`src/rtl/io_pkg.sv`:
```
/*
  data types of the machine side i/o
  controller bits, keyboard matrix, audio samples, ram and disk words
*/
`default_nettype none

package io_pkg;

  typedef logic [5:0]  joy_t;        // fire2 fire1 up down left right, active high
  typedef logic [7:0]  hid_joy_t;    // host joystick, only low 5 bits used
  typedef logic [7:0]  db9_t;        // raw pins, active low

  typedef logic [7:0]  kbd_row_t;    // active low
  typedef logic [14:0] kbd_cols_t;   // column select, active low
  typedef kbd_row_t [14:0] kbd_matrix_t;

  typedef logic signed [14:0] raw_sample_t;
  typedef logic signed [15:0] sample_t;

  typedef logic [21:0] ram_addr_t;   // word address
  typedef logic [31:0] lba_t;
  typedef logic [7:0]  sd_byte_t;
  typedef logic [1:0]  req_t;        // one bit per drive

endpackage

`default_nettype wire

```
`src/rtl/cfg_pkg.sv`:
```
/*
  configuration types for the glue logic
  user settings that come from the OSD side, plus the boot FSM states
*/
`default_nettype none

package cfg_pkg;

  typedef logic [1:0]  mouse_src_t;  // where joy0 gets its mouse from
  typedef logic [1:0]  volume_t;     // four step output volume
  typedef logic [31:0] img_size_t;   // non-zero once an image is mounted

  // mouse source codes
  localparam mouse_src_t MOUSE_HOST      = 2'd0;
  localparam mouse_src_t MOUSE_DB9_ATARI = 2'd1;
  localparam mouse_src_t MOUSE_DB9_AMIGA = 2'd2;
  localparam mouse_src_t MOUSE_NONE      = 2'd3;

  // volume codes
  localparam volume_t VOL_MUTE    = 2'd0;
  localparam volume_t VOL_QUARTER = 2'd1;
  localparam volume_t VOL_HALF    = 2'd2;
  localparam volume_t VOL_FULL    = 2'd3;

  typedef enum logic {boot_wait, boot_run} boot_state_t;

endpackage

`default_nettype wire
```
`src/rtl/sys_cfg_if.sv`:
```
/*
  configuration bundle
  static user levels fanned out to the blocks that need them
*/
`default_nettype none

interface sys_cfg_if;
  import cfg_pkg::*;

  mouse_src_t mouse_src;
  volume_t    volume;
  logic       coldboot;    // rising edge = new ram scramble
  logic       warm_reset;  // holds the machine in reset

  modport boot   (input warm_reset);
  modport inputs (input mouse_src);
  modport audio  (input volume);
  modport scram  (input coldboot);

endinterface

`default_nettype wire

```
`src/rtl/st_glue_top.sv`:
```
/*
  glue top level
  plain ports in, configuration levels bundled for the
  boot, input, audio, scrambler and disk blocks
*/
`default_nettype none

module st_glue_top #(
  parameter logic [31:0] BOOT_TIMEOUT = 32'd64000000
) (
  input  logic                 clk32,
  input  logic                 rst,
  // user configuration
  input  cfg_pkg::mouse_src_t  mouse_src,
  input  cfg_pkg::volume_t     volume,
  input  logic                 coldboot,
  input  logic                 warm_reset,
  input  cfg_pkg::img_size_t   img_size,
  input  logic                 reset_button,
  input  logic                 ram_ready,
  input  logic                 flash_ready,
  // controllers and keyboard
  input  io_pkg::db9_t         db9,
  input  io_pkg::joy_t         hid_mouse,
  input  io_pkg::hid_joy_t     hid_joy,
  input  io_pkg::kbd_matrix_t  kbd_matrix,
  input  io_pkg::kbd_cols_t    kbd_cols,
  output io_pkg::joy_t         joy0,
  output io_pkg::joy_t         joy1,
  output io_pkg::kbd_row_t     kbd_row,
  // audio
  input  io_pkg::raw_sample_t  audio_in_l,
  input  io_pkg::raw_sample_t  audio_in_r,
  output io_pkg::sample_t      audio_out_l,
  output io_pkg::sample_t      audio_out_r,
  // ram
  input  io_pkg::ram_addr_t    ram_addr_in,
  output io_pkg::ram_addr_t    ram_addr_out,
  // sd card requests
  input  io_pkg::req_t         fdc_rd,
  input  io_pkg::req_t         fdc_wr,
  input  io_pkg::lba_t         fdc_lba,
  input  io_pkg::sd_byte_t     fdc_wr_byte,
  input  io_pkg::req_t         acsi_rd,
  input  io_pkg::req_t         acsi_wr,
  input  io_pkg::lba_t         acsi_lba,
  input  io_pkg::sd_byte_t     acsi_wr_byte,
  output logic [3:0]           sd_rstart,
  output logic [3:0]           sd_wstart,
  output io_pkg::lba_t         sd_lba,
  output io_pkg::sd_byte_t     sd_wr_byte,
  // boot
  output logic                 sd_ready,
  output logic                 core_reset_n
);

  sys_cfg_if cfg ();

  assign cfg.mouse_src  = mouse_src;
  assign cfg.volume     = volume;
  assign cfg.coldboot   = coldboot;
  assign cfg.warm_reset = warm_reset;

  boot_ctrl #(.BOOT_TIMEOUT(BOOT_TIMEOUT)) u_boot (
    .clk32, .rst, .cfg(cfg.boot), .img_size,
    .reset_button, .ram_ready, .flash_ready,
    .sd_ready, .core_reset_n
  );

  input_mapper u_inputs (
    .cfg(cfg.inputs), .db9, .hid_mouse, .hid_joy,
    .kbd_matrix, .kbd_cols, .joy0, .joy1, .kbd_row
  );

  audio_volume u_audio (
    .clk32, .rst, .cfg(cfg.audio),
    .in_l(audio_in_l), .in_r(audio_in_r),
    .out_l(audio_out_l), .out_r(audio_out_r)
  );

  ram_scrambler u_scram (
    .clk32, .rst, .cfg(cfg.scram), .ram_addr_in, .ram_addr_out
  );

  disk_arbiter u_disk (
    .clk32, .rst,
    .fdc_rd, .fdc_wr, .fdc_lba, .fdc_wr_byte,
    .acsi_rd, .acsi_wr, .acsi_lba, .acsi_wr_byte,
    .sd_rstart, .sd_wstart, .sd_lba, .sd_wr_byte
  );

endmodule

`default_nettype wire

```
`src/rtl/disk_arbiter.sv`:
```
/*
  disk arbiter
  floppy and hard disk share one sd card port, the last
  requester keeps the sector number and write byte
*/
`default_nettype none

module disk_arbiter (
  input  logic             clk32,
  input  logic             rst,
  input  io_pkg::req_t     fdc_rd,
  input  io_pkg::req_t     fdc_wr,
  input  io_pkg::lba_t     fdc_lba,
  input  io_pkg::sd_byte_t fdc_wr_byte,
  input  io_pkg::req_t     acsi_rd,
  input  io_pkg::req_t     acsi_wr,
  input  io_pkg::lba_t     acsi_lba,
  input  io_pkg::sd_byte_t acsi_wr_byte,
  output logic [3:0]       sd_rstart,
  output logic [3:0]       sd_wstart,
  output io_pkg::lba_t     sd_lba,
  output io_pkg::sd_byte_t sd_wr_byte
);
  logic fdc_req;
  logic acsi_req;
  logic acsi_owner_d;  // sticky, hard disk asked last
  logic acsi_owner;

  assign fdc_req  = (fdc_rd != '0) || (fdc_wr != '0);
  assign acsi_req = (acsi_rd != '0) || (acsi_wr != '0);

  always_ff @(posedge clk32) begin
    if (rst)
      acsi_owner_d <= 1'b0;
    else if (fdc_req)
      acsi_owner_d <= 1'b0;  // floppy wins a tie
    else if (acsi_req)
      acsi_owner_d <= 1'b1;
  end

  assign acsi_owner = acsi_req || acsi_owner_d;

  // hard disk drives in the upper half
  assign sd_rstart  = {acsi_rd, fdc_rd};
  assign sd_wstart  = {acsi_wr, fdc_wr};
  assign sd_lba     = acsi_owner ? acsi_lba : fdc_lba;
  assign sd_wr_byte = acsi_owner ? acsi_wr_byte : fdc_wr_byte;

endmodule

`default_nettype wire

```
`src/rtl/ram_scrambler.sv`:
```
/*
  ram scrambler
  each coldboot request bumps a 2 bit value that is xored into
  the word address, so old ram contents look lost
*/
`default_nettype none

module ram_scrambler (
  input  logic              clk32,
  input  logic              rst,
  sys_cfg_if.scram          cfg,
  input  io_pkg::ram_addr_t ram_addr_in,
  output io_pkg::ram_addr_t ram_addr_out
);
  logic       coldboot_d;  // previous cycle
  logic [1:0] scramble;

  always_ff @(posedge clk32) begin
    if (rst) begin
      coldboot_d <= 1'b0;
      scramble   <= 2'd0;
    end else begin
      coldboot_d <= cfg.coldboot;
      if (cfg.coldboot && !coldboot_d)
        scramble <= scramble + 2'd1;  // rising edge only
    end
  end

  // word bits 3 and 2 get flipped
  assign ram_addr_out = {ram_addr_in[21:4], ram_addr_in[3:2] ^ scramble, ram_addr_in[1:0]};

endmodule

`default_nettype wire

```
`src/rtl/audio_volume.sv`:
```
/*
  audio volume
  widens both 15 bit channels to 16 bits and scales them
  by the four step volume, registered
*/
`default_nettype none

module audio_volume (
  input  logic                clk32,
  input  logic                rst,
  sys_cfg_if.audio            cfg,
  input  io_pkg::raw_sample_t in_l,
  input  io_pkg::raw_sample_t in_r,
  output io_pkg::sample_t     out_l,
  output io_pkg::sample_t     out_r
);
  import cfg_pkg::*;
  import io_pkg::*;

  // signed division by shifting
  function automatic sample_t scale(input raw_sample_t s, input volume_t v);
    sample_t ext;
    ext = {s[14], s};  // sign extend
    case (v)
      VOL_MUTE:    return '0;
      VOL_QUARTER: return ext >>> 2;
      VOL_HALF:    return ext >>> 1;
      VOL_FULL:    return ext;
      default:     return ext;
    endcase
  endfunction

  always_ff @(posedge clk32) begin
    if (rst) begin
      out_l <= '0;
      out_r <= '0;
    end else begin
      out_l <= scale(in_l, cfg.volume);
      out_r <= scale(in_r, cfg.volume);
    end
  end

endmodule

`default_nettype wire

```
`src/rtl/input_mapper.sv`:
```
/*
  input mapper
  DB9 port decoding, mouse/joystick merging onto the two
  controller ports and keyboard matrix row reduction
*/
`default_nettype none

module input_mapper (
  sys_cfg_if.inputs           cfg,
  input  io_pkg::db9_t        db9,
  input  io_pkg::joy_t        hid_mouse,
  input  io_pkg::hid_joy_t    hid_joy,
  input  io_pkg::kbd_matrix_t kbd_matrix,
  input  io_pkg::kbd_cols_t   kbd_cols,
  output io_pkg::joy_t        joy0,
  output io_pkg::joy_t        joy1,
  output io_pkg::kbd_row_t    kbd_row
);
  import cfg_pkg::*;
  import io_pkg::*;

  joy_t       db9_atari;
  joy_t       db9_amiga;
  logic [4:0] db9_joy;  // db9 share of joy1

  // pins are active low, reorder into fire2..right
  assign db9_atari = ~{db9[5], db9[0], db9[2], db9[1], db9[4], db9[3]};
  assign db9_amiga = ~{db9[5], db9[0], db9[3], db9[1], db9[4], db9[2]};

  // a db9 mouse replaces the host mouse, mice hold lines active
  always_comb begin
    case (cfg.mouse_src)
      MOUSE_HOST:      joy0 = hid_mouse;
      MOUSE_DB9_ATARI: joy0 = db9_atari;
      MOUSE_DB9_AMIGA: joy0 = db9_amiga;
      MOUSE_NONE:      joy0 = '0;
      default:         joy0 = '0;
    endcase
  end

  // db9 acts as joystick only while the mouse comes from the host
  assign db9_joy = (cfg.mouse_src == MOUSE_HOST) ? db9_atari[4:0] : 5'b0;
  assign joy1    = {1'b0, hid_joy[4:0] | db9_joy};  // wired-or, no fire2

  // and of all selected rows, idle row reads all ones
  always_comb begin
    kbd_row = '1;
    for (int i = 0; i < 15; i++) begin
      if (!kbd_cols[i])
        kbd_row &= kbd_matrix[i];
    end
  end

endmodule

`default_nettype wire

```
`src/rtl/boot_ctrl.sv`:
```
/*
  boot controller
  waits for a mounted sd image or a timeout, then releases the
  machine reset once every ready and reset condition agrees
*/
`default_nettype none

module boot_ctrl #(
  parameter logic [31:0] BOOT_TIMEOUT = 32'd64000000  // 2 s at 32 MHz
) (
  input  logic              clk32,
  input  logic              rst,
  sys_cfg_if.boot           cfg,
  input  cfg_pkg::img_size_t img_size,
  input  logic              reset_button,
  input  logic              ram_ready,
  input  logic              flash_ready,
  output logic              sd_ready,
  output logic              core_reset_n
);
  import cfg_pkg::*;

  boot_state_t state;
  logic [31:0] wait_cnt;  // cycles spent waiting for the image

  // give the host time to mount a default image
  always_ff @(posedge clk32) begin
    if (rst) begin
      state    <= boot_wait;
      wait_cnt <= '0;
    end else begin
      case (state)
        boot_wait: begin
          if (img_size != '0 || wait_cnt == BOOT_TIMEOUT)
            state <= boot_run;  // image seen or gave up waiting
          else
            wait_cnt <= wait_cnt + 32'd1;
        end
        boot_run: state <= boot_run;  // stays until next reset
        default:  state <= boot_wait;
      endcase
    end
  end

  assign sd_ready = (state == boot_run);

  // machine runs only when nothing holds it back
  always_ff @(posedge clk32) begin
    if (rst)
      core_reset_n <= 1'b0;
    else
      core_reset_n <= !cfg.warm_reset && !reset_button &&
                      ram_ready && flash_ready && sd_ready;
  end

endmodule

`default_nettype wire

```
`config.mk`:
```
export PLATFORM = sky130hd
export DESIGN_NAME = st_glue_top
export DESIGN_NICKNAME = d
export VERILOG_FILES = /design/src/rtl/io_pkg.sv /design/src/rtl/cfg_pkg.sv /design/src/rtl/sys_cfg_if.sv /design/src/rtl/st_glue_top.sv /design/src/rtl/disk_arbiter.sv /design/src/rtl/ram_scrambler.sv /design/src/rtl/audio_volume.sv /design/src/rtl/input_mapper.sv /design/src/rtl/boot_ctrl.sv
export SDC_FILE = /design/constraint.sdc
export NUM_CORES = 1
export LEC_CHECK = 0
export ABC_AREA = 1
export BUFFER_PORTS_ARGS = -buffer_cell sky130_fd_sc_hd__buf_2
export CAP_MARGIN = 20
export CORE_AREA = 2 2 181 183
export DETAILED_ROUTE_END_ITERATION = 7
export DIE_AREA = 0 0 183 185
export MAX_ROUTING_LAYER = met4
export PLACE_DENSITY = 0.4
export SLEW_MARGIN = 20
export SYNTH_ARGS = -nofsm -noshare
export SYNTH_HDL_FRONTEND = slang
export SYNTH_SLANG_ARGS = --single-unit
```
`constraint.sdc`:
```
create_clock -name clk32 -period 4.27 [get_ports clk32]
set_input_delay 1.0675 -clock clk32 [delete_from_list [all_inputs] [get_ports clk32]]
set_output_delay 1.0675 -clock clk32 [all_outputs]
set_load 0.05 [all_outputs]
```
==> out/metrics.yaml, run 1 <==
cts_setup_buffers: 0
clk-insertion-delay-late_ns: 0.34
grt_overflow: 0
die_area_sq_um: 33900
synth_top_cells_by_count: "nand2_1, nor2_1, inv_1, dfxtp_1, o22ai_1"
netlist_area_sq_um: 5600
min_path_type: "reg2reg"
drc_errors: 0
h-tree-depth: 3
worst_slew_pin_slew_ns: 0.639
finalSetupViolCount: 0
cts_tree: "yes"
io_buffers: 417
antenna_left: 0
seqCellArea_sq_um: 1360
cts-resized-gates: 0
clk_root_buffer_cell: "clkbuf_16"
fin_worst_skew_ns: 0.00664
drt-initial-drc-count: 418
synth-async-reset-ratio_pct: 0
crit_type: "in2out"
cp-start-kind: "input port"
postSynthAreaPerCell_sq_um: 5.70
path_max_fanout: 8
drive_gt1_share_pct: 34.4
drt_wl_total_um: 27500
synth_seq_area_share_pct: 24.3
clkSinkCount: 68
tns_ns: 0
place_congestion: 0.947
status: "complete, no violations"
period_share_pct: 83.9
synthToLayoutAreaGrowth_pct: 44.9
cap_violations: 0
multi_input_area_sq_um: 3400
synth-edff-count: 0
yosysWarnings: 0
avgRoutedWirePerCell_um: 15.6
cp.arrival_ns: 2.51
grt_pass1_wl_um: 40800
grt_max_degree: 41
power.total_uw: 2050
nets: 1684
ys_ff_latch: 68
grt_pass1_vias: 6997
hpwl_um: 22300
via_count: 7427
synth.area.top_cells: "dfxtp_1, nand2_1, nor2_1"
first_pass_iters: 4
rsz0062_at_grt: "false"
antenna_found_initial: 1
fin_cells: 1756
die_h_um: 185
cp-end-kind: "primary output"
yosysTopAreaCellShare_pct: 24.3
cts_hold_buffers: 0
synthCells: 983
initial_core_util_pct: 17.5
required_ns: 3.20
clk_path_buf_depth: 2
syn_nets: 1325
peakVddDrop_mv: 0.198
final.min_clock_period_ns: 3.58
synth_top_cell_by_area: "dfxtp_1"
placed_cells: 1739
synth_flop_cell: "dfxtp_1"
n_fill_cell: 3744
p_leak_uw: 0.00418
slew_headroom_pct: 57.4
powerDensity_nw_per_um2: 252
top_level_ports: 464
slew_violations: 0
path_clk_slew_ns: 0.06
netlist-cell-type-count: 34
core_area_sq_um: 32000
yosysMostFrequentCell: "nand2_1"
via_per_inst: 4.23
num_rows: 66
cts_made_buffers: 9
grt_usage_pct: 16.1
hold_violations: 0
max_freq_ghz: 0.279
die_x_um: 183
-- flip-flops by register name, indices dropped and copies added (netlist names) --
register / cells
u_audio.out_l: 15
u_boot.wait_cnt: 32
u_boot.core_reset_n: 1
u_scram.scramble: 2
u_disk.acsi_owner_d: 1
u_scram.coldboot_d: 1
u_boot.sd_ready: 1
u_audio.out_r: 15
-- cell type report --
cell class | count | share of cell area, %
timing repair buffer | 424 | 26.5
clock buffer | 11 | 3.11
clock inverter | 5 | 0.447
multi-input combinational | 733 | 41.9
tap | 408 | 6.29
antenna | 1 | 0.0308
sequential | 68 | 16.8
inverter | 106 | 4.90
-- placed cells by master, fill, tap and decap left out, drive strengths merged, types with 2 or more instances in the layout --
master / n
buf: 424
nand3: 35
nor3: 19
o221ai: 5
xor2: 13
o22ai: 61
and2: 9
a21oi: 28
o21ai: 43
nand3b: 7
o211ai: 3
clkinv: 4
dfxtp: 68
ha: 2
nor2: 127
clkbuf: 11
nor4: 17
clkinvlp: 3
inv: 104
nand4: 6
nand2: 350
a211oi: 2
o21bai: 5
-- cell families (layout without fill, tap and decap cells) --
| family | after synthesis | count (layout) | share of synthesized area [%] |
|---|---|---|---|
| and+or+nand+nor | 570 | 570 | 42.4 |
| buffers and inverters | 182 | 546 | 15.0 |
| AOI/OAI and AO/OA | 147 | 147 | 15.8 |
| DFF | 68 | 68 | 24.3 |
| xor gates and xnor gates | 13 | 13 | 2.03 |
| adders and majority gates | 2 | 2 | 0.447 |
| other | 1 | 2 | 0.0670 |
-- report_power, final --
part           leakage (uW)  switching [uW]  total (uW)  internal (uW)
logic               0.00349             438         646            208
registers          0.000555            6.87         662            655
clock network      0.000134             314         739            425
total               0.00418             759        2050           1290
-- per-stage QoR --
step	worst slack, ns	hold WS [ns]	utilization [%]	instance area (sq um)
after floorplan	0.797	0.454	-	5600
after CTS	0.692	0.489	25.3	8110
after global placement	0.694	0.475	24.4	7820
after global routing	0.515	0.514	25.3	8120
final	0.688	0.483	25.3	8120
after detailed placement	0.705	0.480	24.4	7820
-- worst max-delay path, cell delays in order --
cell	delay [ns]
buf_2	0.24
o22ai_1	0.18
nor4_1	0.54
and2_1	0.22
buf_2	0.26
-- worst paths after layout --
check / from / end / slack, ns / depth (start not counted)
setup / recovery: kbd_cols[3] / kbd_row[2] / 0.69 / 5
hold reg to reg: u_boot.wait_cnt[31] / u_boot.wait_cnt[31] / 0.48 / 2
hold / removal: u_boot.wait_cnt[31] / u_boot.wait_cnt[31] / 0.48 / 2
setup reg to reg: u_boot.wait_cnt[0] / u_boot.wait_cnt[16] / 2.28 / 8
-- metal layers --
layer	track usage, %	up-vias	wire length [um]
li1	-	3851	-
met1	22.6	3336	13400
met2	23.7	220	12200
met3	3.36	20	1640
met4	2.91	0	274
met5	-	-	0
(Power assumes the default switching activity.)
==> inputs of run 2 (changes only) <==
clock period = 3.4 ns   (was 4.27 ns; I/O delays follow)
==> run 2 against run 1 <==
Against the previous run:
- global-route usage is 0.055 points lower
- routed wire length grew 0.96%
- sequential power is 26% higher
- clock power increased by 46%
- largest cell class unchanged
==> out/metrics.yaml, run 2 (synthesized netlist as in run 1, its figures left out) <==
clk_root_buffer_cell: "clkbuf_16"
n_fill_cell: 3709
largest_register_ffs: 32
final.min_clock_period_ns: 3.11
core_area_sq_um: 32000
critPathSlowestCell: "nor4_1"
peakVddDrop_mv: 0.183
drc_errors: 0
h-tree-depth: 3
avgRoutedWirePerCell_um: 15.7
powerDensity_nw_per_um2: 332
cts_hold_buffers: 0
cp-end-kind: "primary output"
final_util_pct: 25.6
period_share_pct: 91.5
hold_violations: 0
die_h_um: 185
synthToLayoutAreaGrowth_pct: 46.7
slew_violations: 0
reg_top3: "u_boot.wait_cnt: 32 flops, u_audio.out_l: 15 flops, u_audio.out_r: 15 flops"
max_freq_ghz: 0.321
grt_pass1_vias: 6999
top_level_ports: 464
crit_top_cell: "buf_2"
crit_chain: "buf_2, o22ai_1, nor4_1, buf_4, and2_1, buf_2"
tns_ns: 0
cts_made_buffers: 9
num_rows: 66
path_clk_slew_ns: 0.06
via_count: 7456
hpwl_um: 22600
rsz0062_at_grt: "false"
clk-insertion-delay-late_ns: 0.34
crit_type: "in2out"
grt_overflow: 0
drive_gt1_share_pct: 34.7
cp-start-kind: "input port"
drt_wl_total_um: 27700
nets: 1690
slew_headroom_pct: 56.9
clkSinkCount: 68
first_pass_iters: 4
via_per_inst: 4.22
grt_usage_pct: 16.0
die_x_um: 183
finalSetupViolCount: 0
grt_pass1_wl_um: 40800
cap_violations: 0
final_common_cell: "buf_2"
clk_path_buf_depth: 2
mostFrequentLayoutCells: "buf_2, nand2_1, nor2_1"
required_ns: 2.55
cts_setup_buffers: 0
place_congestion: 0.985
status: "complete, no violations"
grt_max_degree: 42
fin_worst_skew_ns: 0.00722
drt-initial-drc-count: 373
io_buffers: 417
p_leak_uw: 0.00423
path_max_fanout: 5
die_area_sq_um: 33900
worst_slew_pin_slew_ns: 0.644
cpPeakStageDelay_ns: 0.46
regMostFlops: "u_boot.wait_cnt"
initial_core_util_pct: 17.5
cts_tree: "yes"
cts-resized-gates: 0
antenna_left: 0
min_path_type: "reg2reg"
antenna_found_initial: 4
cp.arrival_ns: 2.26
==> run 2: cell count changes in the layout (fill, tap and decap cells not counted) <==
cell,before,now
buf_4,6,12
bufinv_16,0,2
clkinv_2,1,0
clkinvlp_4,3,2
diode_2,1,5
==> run 2: final timing paths <==
kind | start | endpoint | slack, ns | cells after the start
worst max register to register | u_boot.wait_cnt[1] | u_boot.wait_cnt[16] | 1.34 | 8
worst min register to register | u_boot.wait_cnt[31] | u_boot.wait_cnt[31] | 0.48 | 2
worst max-delay path | kbd_cols[0] | kbd_row[2] | 0.29 | 6
worst min-delay path | u_boot.wait_cnt[31] | u_boot.wait_cnt[31] | 0.48 | 2
==> run 2: routing by layer <==
metal	routed length [um]	global-route usage, %	up-vias
li1	-	-	3856
met1	13400	21.9	3347
met2	12300	24.4	241
met3	1890	4.17	12
met4	141	1.82	0
met5	0	-	-
==> run 2: layout make-up <==
class	instances	area (sq um)	share of cell area [%]
multi-input cells	733	3400	41.4
repair buffers	430	2200	26.7
flip-flops and latches	68	1360	16.6
well taps	408	510	6.21
inverters	106	398	4.84
clock buffers	11	253	3.08
clock inverters	5	83.8	1.02
diodes	5	12.5	0.152
==> run 2: per-stage QoR <==
stage	hold WS (ns)	total power [uW]	cell area, sq um	cells	worst slack [ns]
after floorplan	0.454	1390	5600	983	0.362
after global placement	0.469	1670	7870	1745	0.262
after detailed placement	0.473	1660	7870	1745	0.346
after CTS	0.483	2760	8210	1761	0.327
after global routing	0.505	2860	8220	1765	0.238
final	0.484	2730	8220	1766	0.288
==> run 2: report_power, final <==
part,switching [uW],internal [uW]
sequential,9.42,822
clock,398,684
combinational,552,265
total,959,1770
==> run 2: critical path, delay by kind of cell <==
kind,cells,cell delay [ns]
compound gates,1,0.19
simple gates,2,0.58
buf+inv,3,0.63
==> inputs of run 3 (changes only) <==
CORE_AREA = 3 3 177 179   (was 2 2 181 183)
DIE_AREA = 0 0 180 182   (was 0 0 183 185)
PLACE_DENSITY = 0.42   (was 0.4)
==> run 3 against run 2 <==
Against the previous run:
- combinational power increased by 8.1%
- worst setup slack worse by 0.16 ns
- global-route usage increased by 2.6 points
- highest routed layer unchanged
- total power is 0.18% higher
- critical path depth grew 2
- maximum frequency is 4.8% lower
- die area shrank 3.2%
- sequential cell count did not move
- critical endpoint is now sd_wr_byte[1]
- cell area grew 2.2%
- worst hold slack gained 0.0071 ns
- largest cell class unchanged
==> out/metrics.yaml, run 3 (synthesized netlist as in run 1, its figures left out) <==
finalSetupViolCount: 0
r2r_slack_ns: 1.33
via_count: 7541
holdPathStages: 2
cpPeakStageDelay_ns: 0.38
max_freq_ghz: 0.306
grt_usage_pct: 18.6
cp_top_family: "simple AND/OR/NAND/NOR gates"
cp-end-kind: "primary output"
die_x_um: 180
power.total_uw: 2740
reg2reg_depth: 8
fin_worst_skew_ns: 0.0102
die_area_sq_um: 32800
tns_ns: 0
min_path_type: "reg2reg"
clk-insertion-delay-late_ns: 0.34
peakVddDrop_mv: 0.162
mostFrequentLayoutCells: "buf_2, nand2_1, nor2_1"
fin_ws_ns: 0.131
hpwl_um: 26200
hold_violations: 0
n_fill_cell: 3446
nets: 1689
first_pass_iters: 4
cap_violations: 0
crit_type: "in2out"
reg_top3: "u_boot.wait_cnt: 32 flops, u_audio.out_l: 15 flops, u_audio.out_r: 15 flops"
cts-resized-gates: 0
r2r-start: "u_boot.wait_cnt[1]"
critPathSlowestCell: "buf_4"
cp-start-kind: "input port"
grt_pass1_vias: 7395
cp.arrival_ns: 2.42
rsz0062_at_grt: "true"
status: "complete, no violations"
drt-initial-drc-count: 341
worst_slew_pin_slew_ns: 0.578
period_share_pct: 96.2
clkSinkCount: 68
reg2reg_to: "u_boot.wait_cnt[16]"
top_level_ports: 464
cts_hold_buffers: 0
required_ns: 2.55
final_common_cell: "buf_2"
powerDensity_nw_per_um2: 326
drc_errors: 0
drt_wl_total_um: 31000
synthToLayoutAreaGrowth_pct: 50.0
drive_gt1_share_pct: 34.7
crit_top_cell: "nand2_1"
largest_register_ffs: 32
place_congestion: 0.914
cts_tree: "yes"
final.min_clock_period_ns: 3.27
cts_setup_buffers: 0
clk_path_buf_depth: 2
pre_cts_ws_ns: 0.117
final_util_pct: 28.3
via_per_inst: 4.32
avgRoutedWirePerCell_um: 17.8
path_max_fanout: 41
slew_headroom_pct: 61.3
slew_violations: 0
antenna_left: 0
hold_end: "u_boot.wait_cnt[31]"
core_area_sq_um: 29700
hp-start: "u_boot.wait_cnt[31]"
grt_max_degree: 42
num_rows: 63
grt_overflow: 0
grt_pass1_wl_um: 44800
p_leak_uw: 0.00431
path_clk_slew_ns: 0.06
die_h_um: 182
path_buf_inv: 3
h-tree-depth: 3
io_buffers: 417
regMostFlops: "u_boot.wait_cnt"
crit_chain: "buf_2, nor2_1, nand2_1, nor2_4, buf_4, nand2_1, nand2_1, buf_12"
cts_made_buffers: 9
initial_core_util_pct: 18.8
antenna_found_initial: 7
clk_root_buffer_cell: "clkbuf_16"
[run 3: per-layer routing]
metal | track usage [%] | part of all wire, % | wire length (um)
met3 | 6.33 | 8.6 | 2660
met5 | - | 0 | 0
met1 | 23.8 | 45 | 14000
met2 | 28.9 | 45 | 14000
met4 | 3.06 | 1.1 | 326
[run 3: how the worst max path moves through the flow]
stage	start	to	slack [ns]	cells past startpoint
floorplan	mouse_src[0]	joy0[1]	0.36	4
global placement	acsi_rd[1]	sd_lba[23]	0.12	9
detailed placement	acsi_rd[1]	sd_wr_byte[2]	0.12	8
CTS	acsi_rd[1]	sd_wr_byte[2]	0.11	8
global route	acsi_rd[1]	sd_lba[23]	-0.02	9
finish	acsi_rd[1]	sd_wr_byte[1]	0.13	8
[run 3: worst reg2reg max path, stage by stage (launching register included)]
cell,delay [ns]
dfxtp_1,0.40
ha_1,0.37
nand2_1,0.09
nor2_1,0.31
nand2_1,0.22
nor2_1,0.22
xor2_1,0.18
nand2_1,0.07
a21oi_1,0.13
[run 3: report_power, final]
| part | switching [uW] | internal (uW) | total (uW) |
|---|---|---|---|
| clock network | 389 | 632 | 1020 |
| logic | 580 | 303 | 883 |
| registers | 8.67 | 823 | 831 |
[run 3: stage by stage]
step / hold slack (ns) / area [sq um] / std cells
after floorplan: 0.454 / 5600 / 983
after global placement: 0.473 / 8070 / 1726
after detailed placement: 0.475 / 8070 / 1726
after CTS: 0.492 / 8390 / 1742
after global routing: 0.517 / 8400 / 1744
final: 0.491 / 8400 / 1744
[run 3: final cells by class]
class                           count  area, sq um  area share, %
Multi-Input combinational cell    733         3410           40.6
Timing Repair Buffer              429         2420           28.8
Sequential cell                    68         1360           16.2
Tap cell                          390          488           5.81
Inverter                          106          398           4.74
Clock buffer                       12          267           3.17
Clock inverter                      4         55.1          0.656
Antenna cell                        2         5.00         0.0596
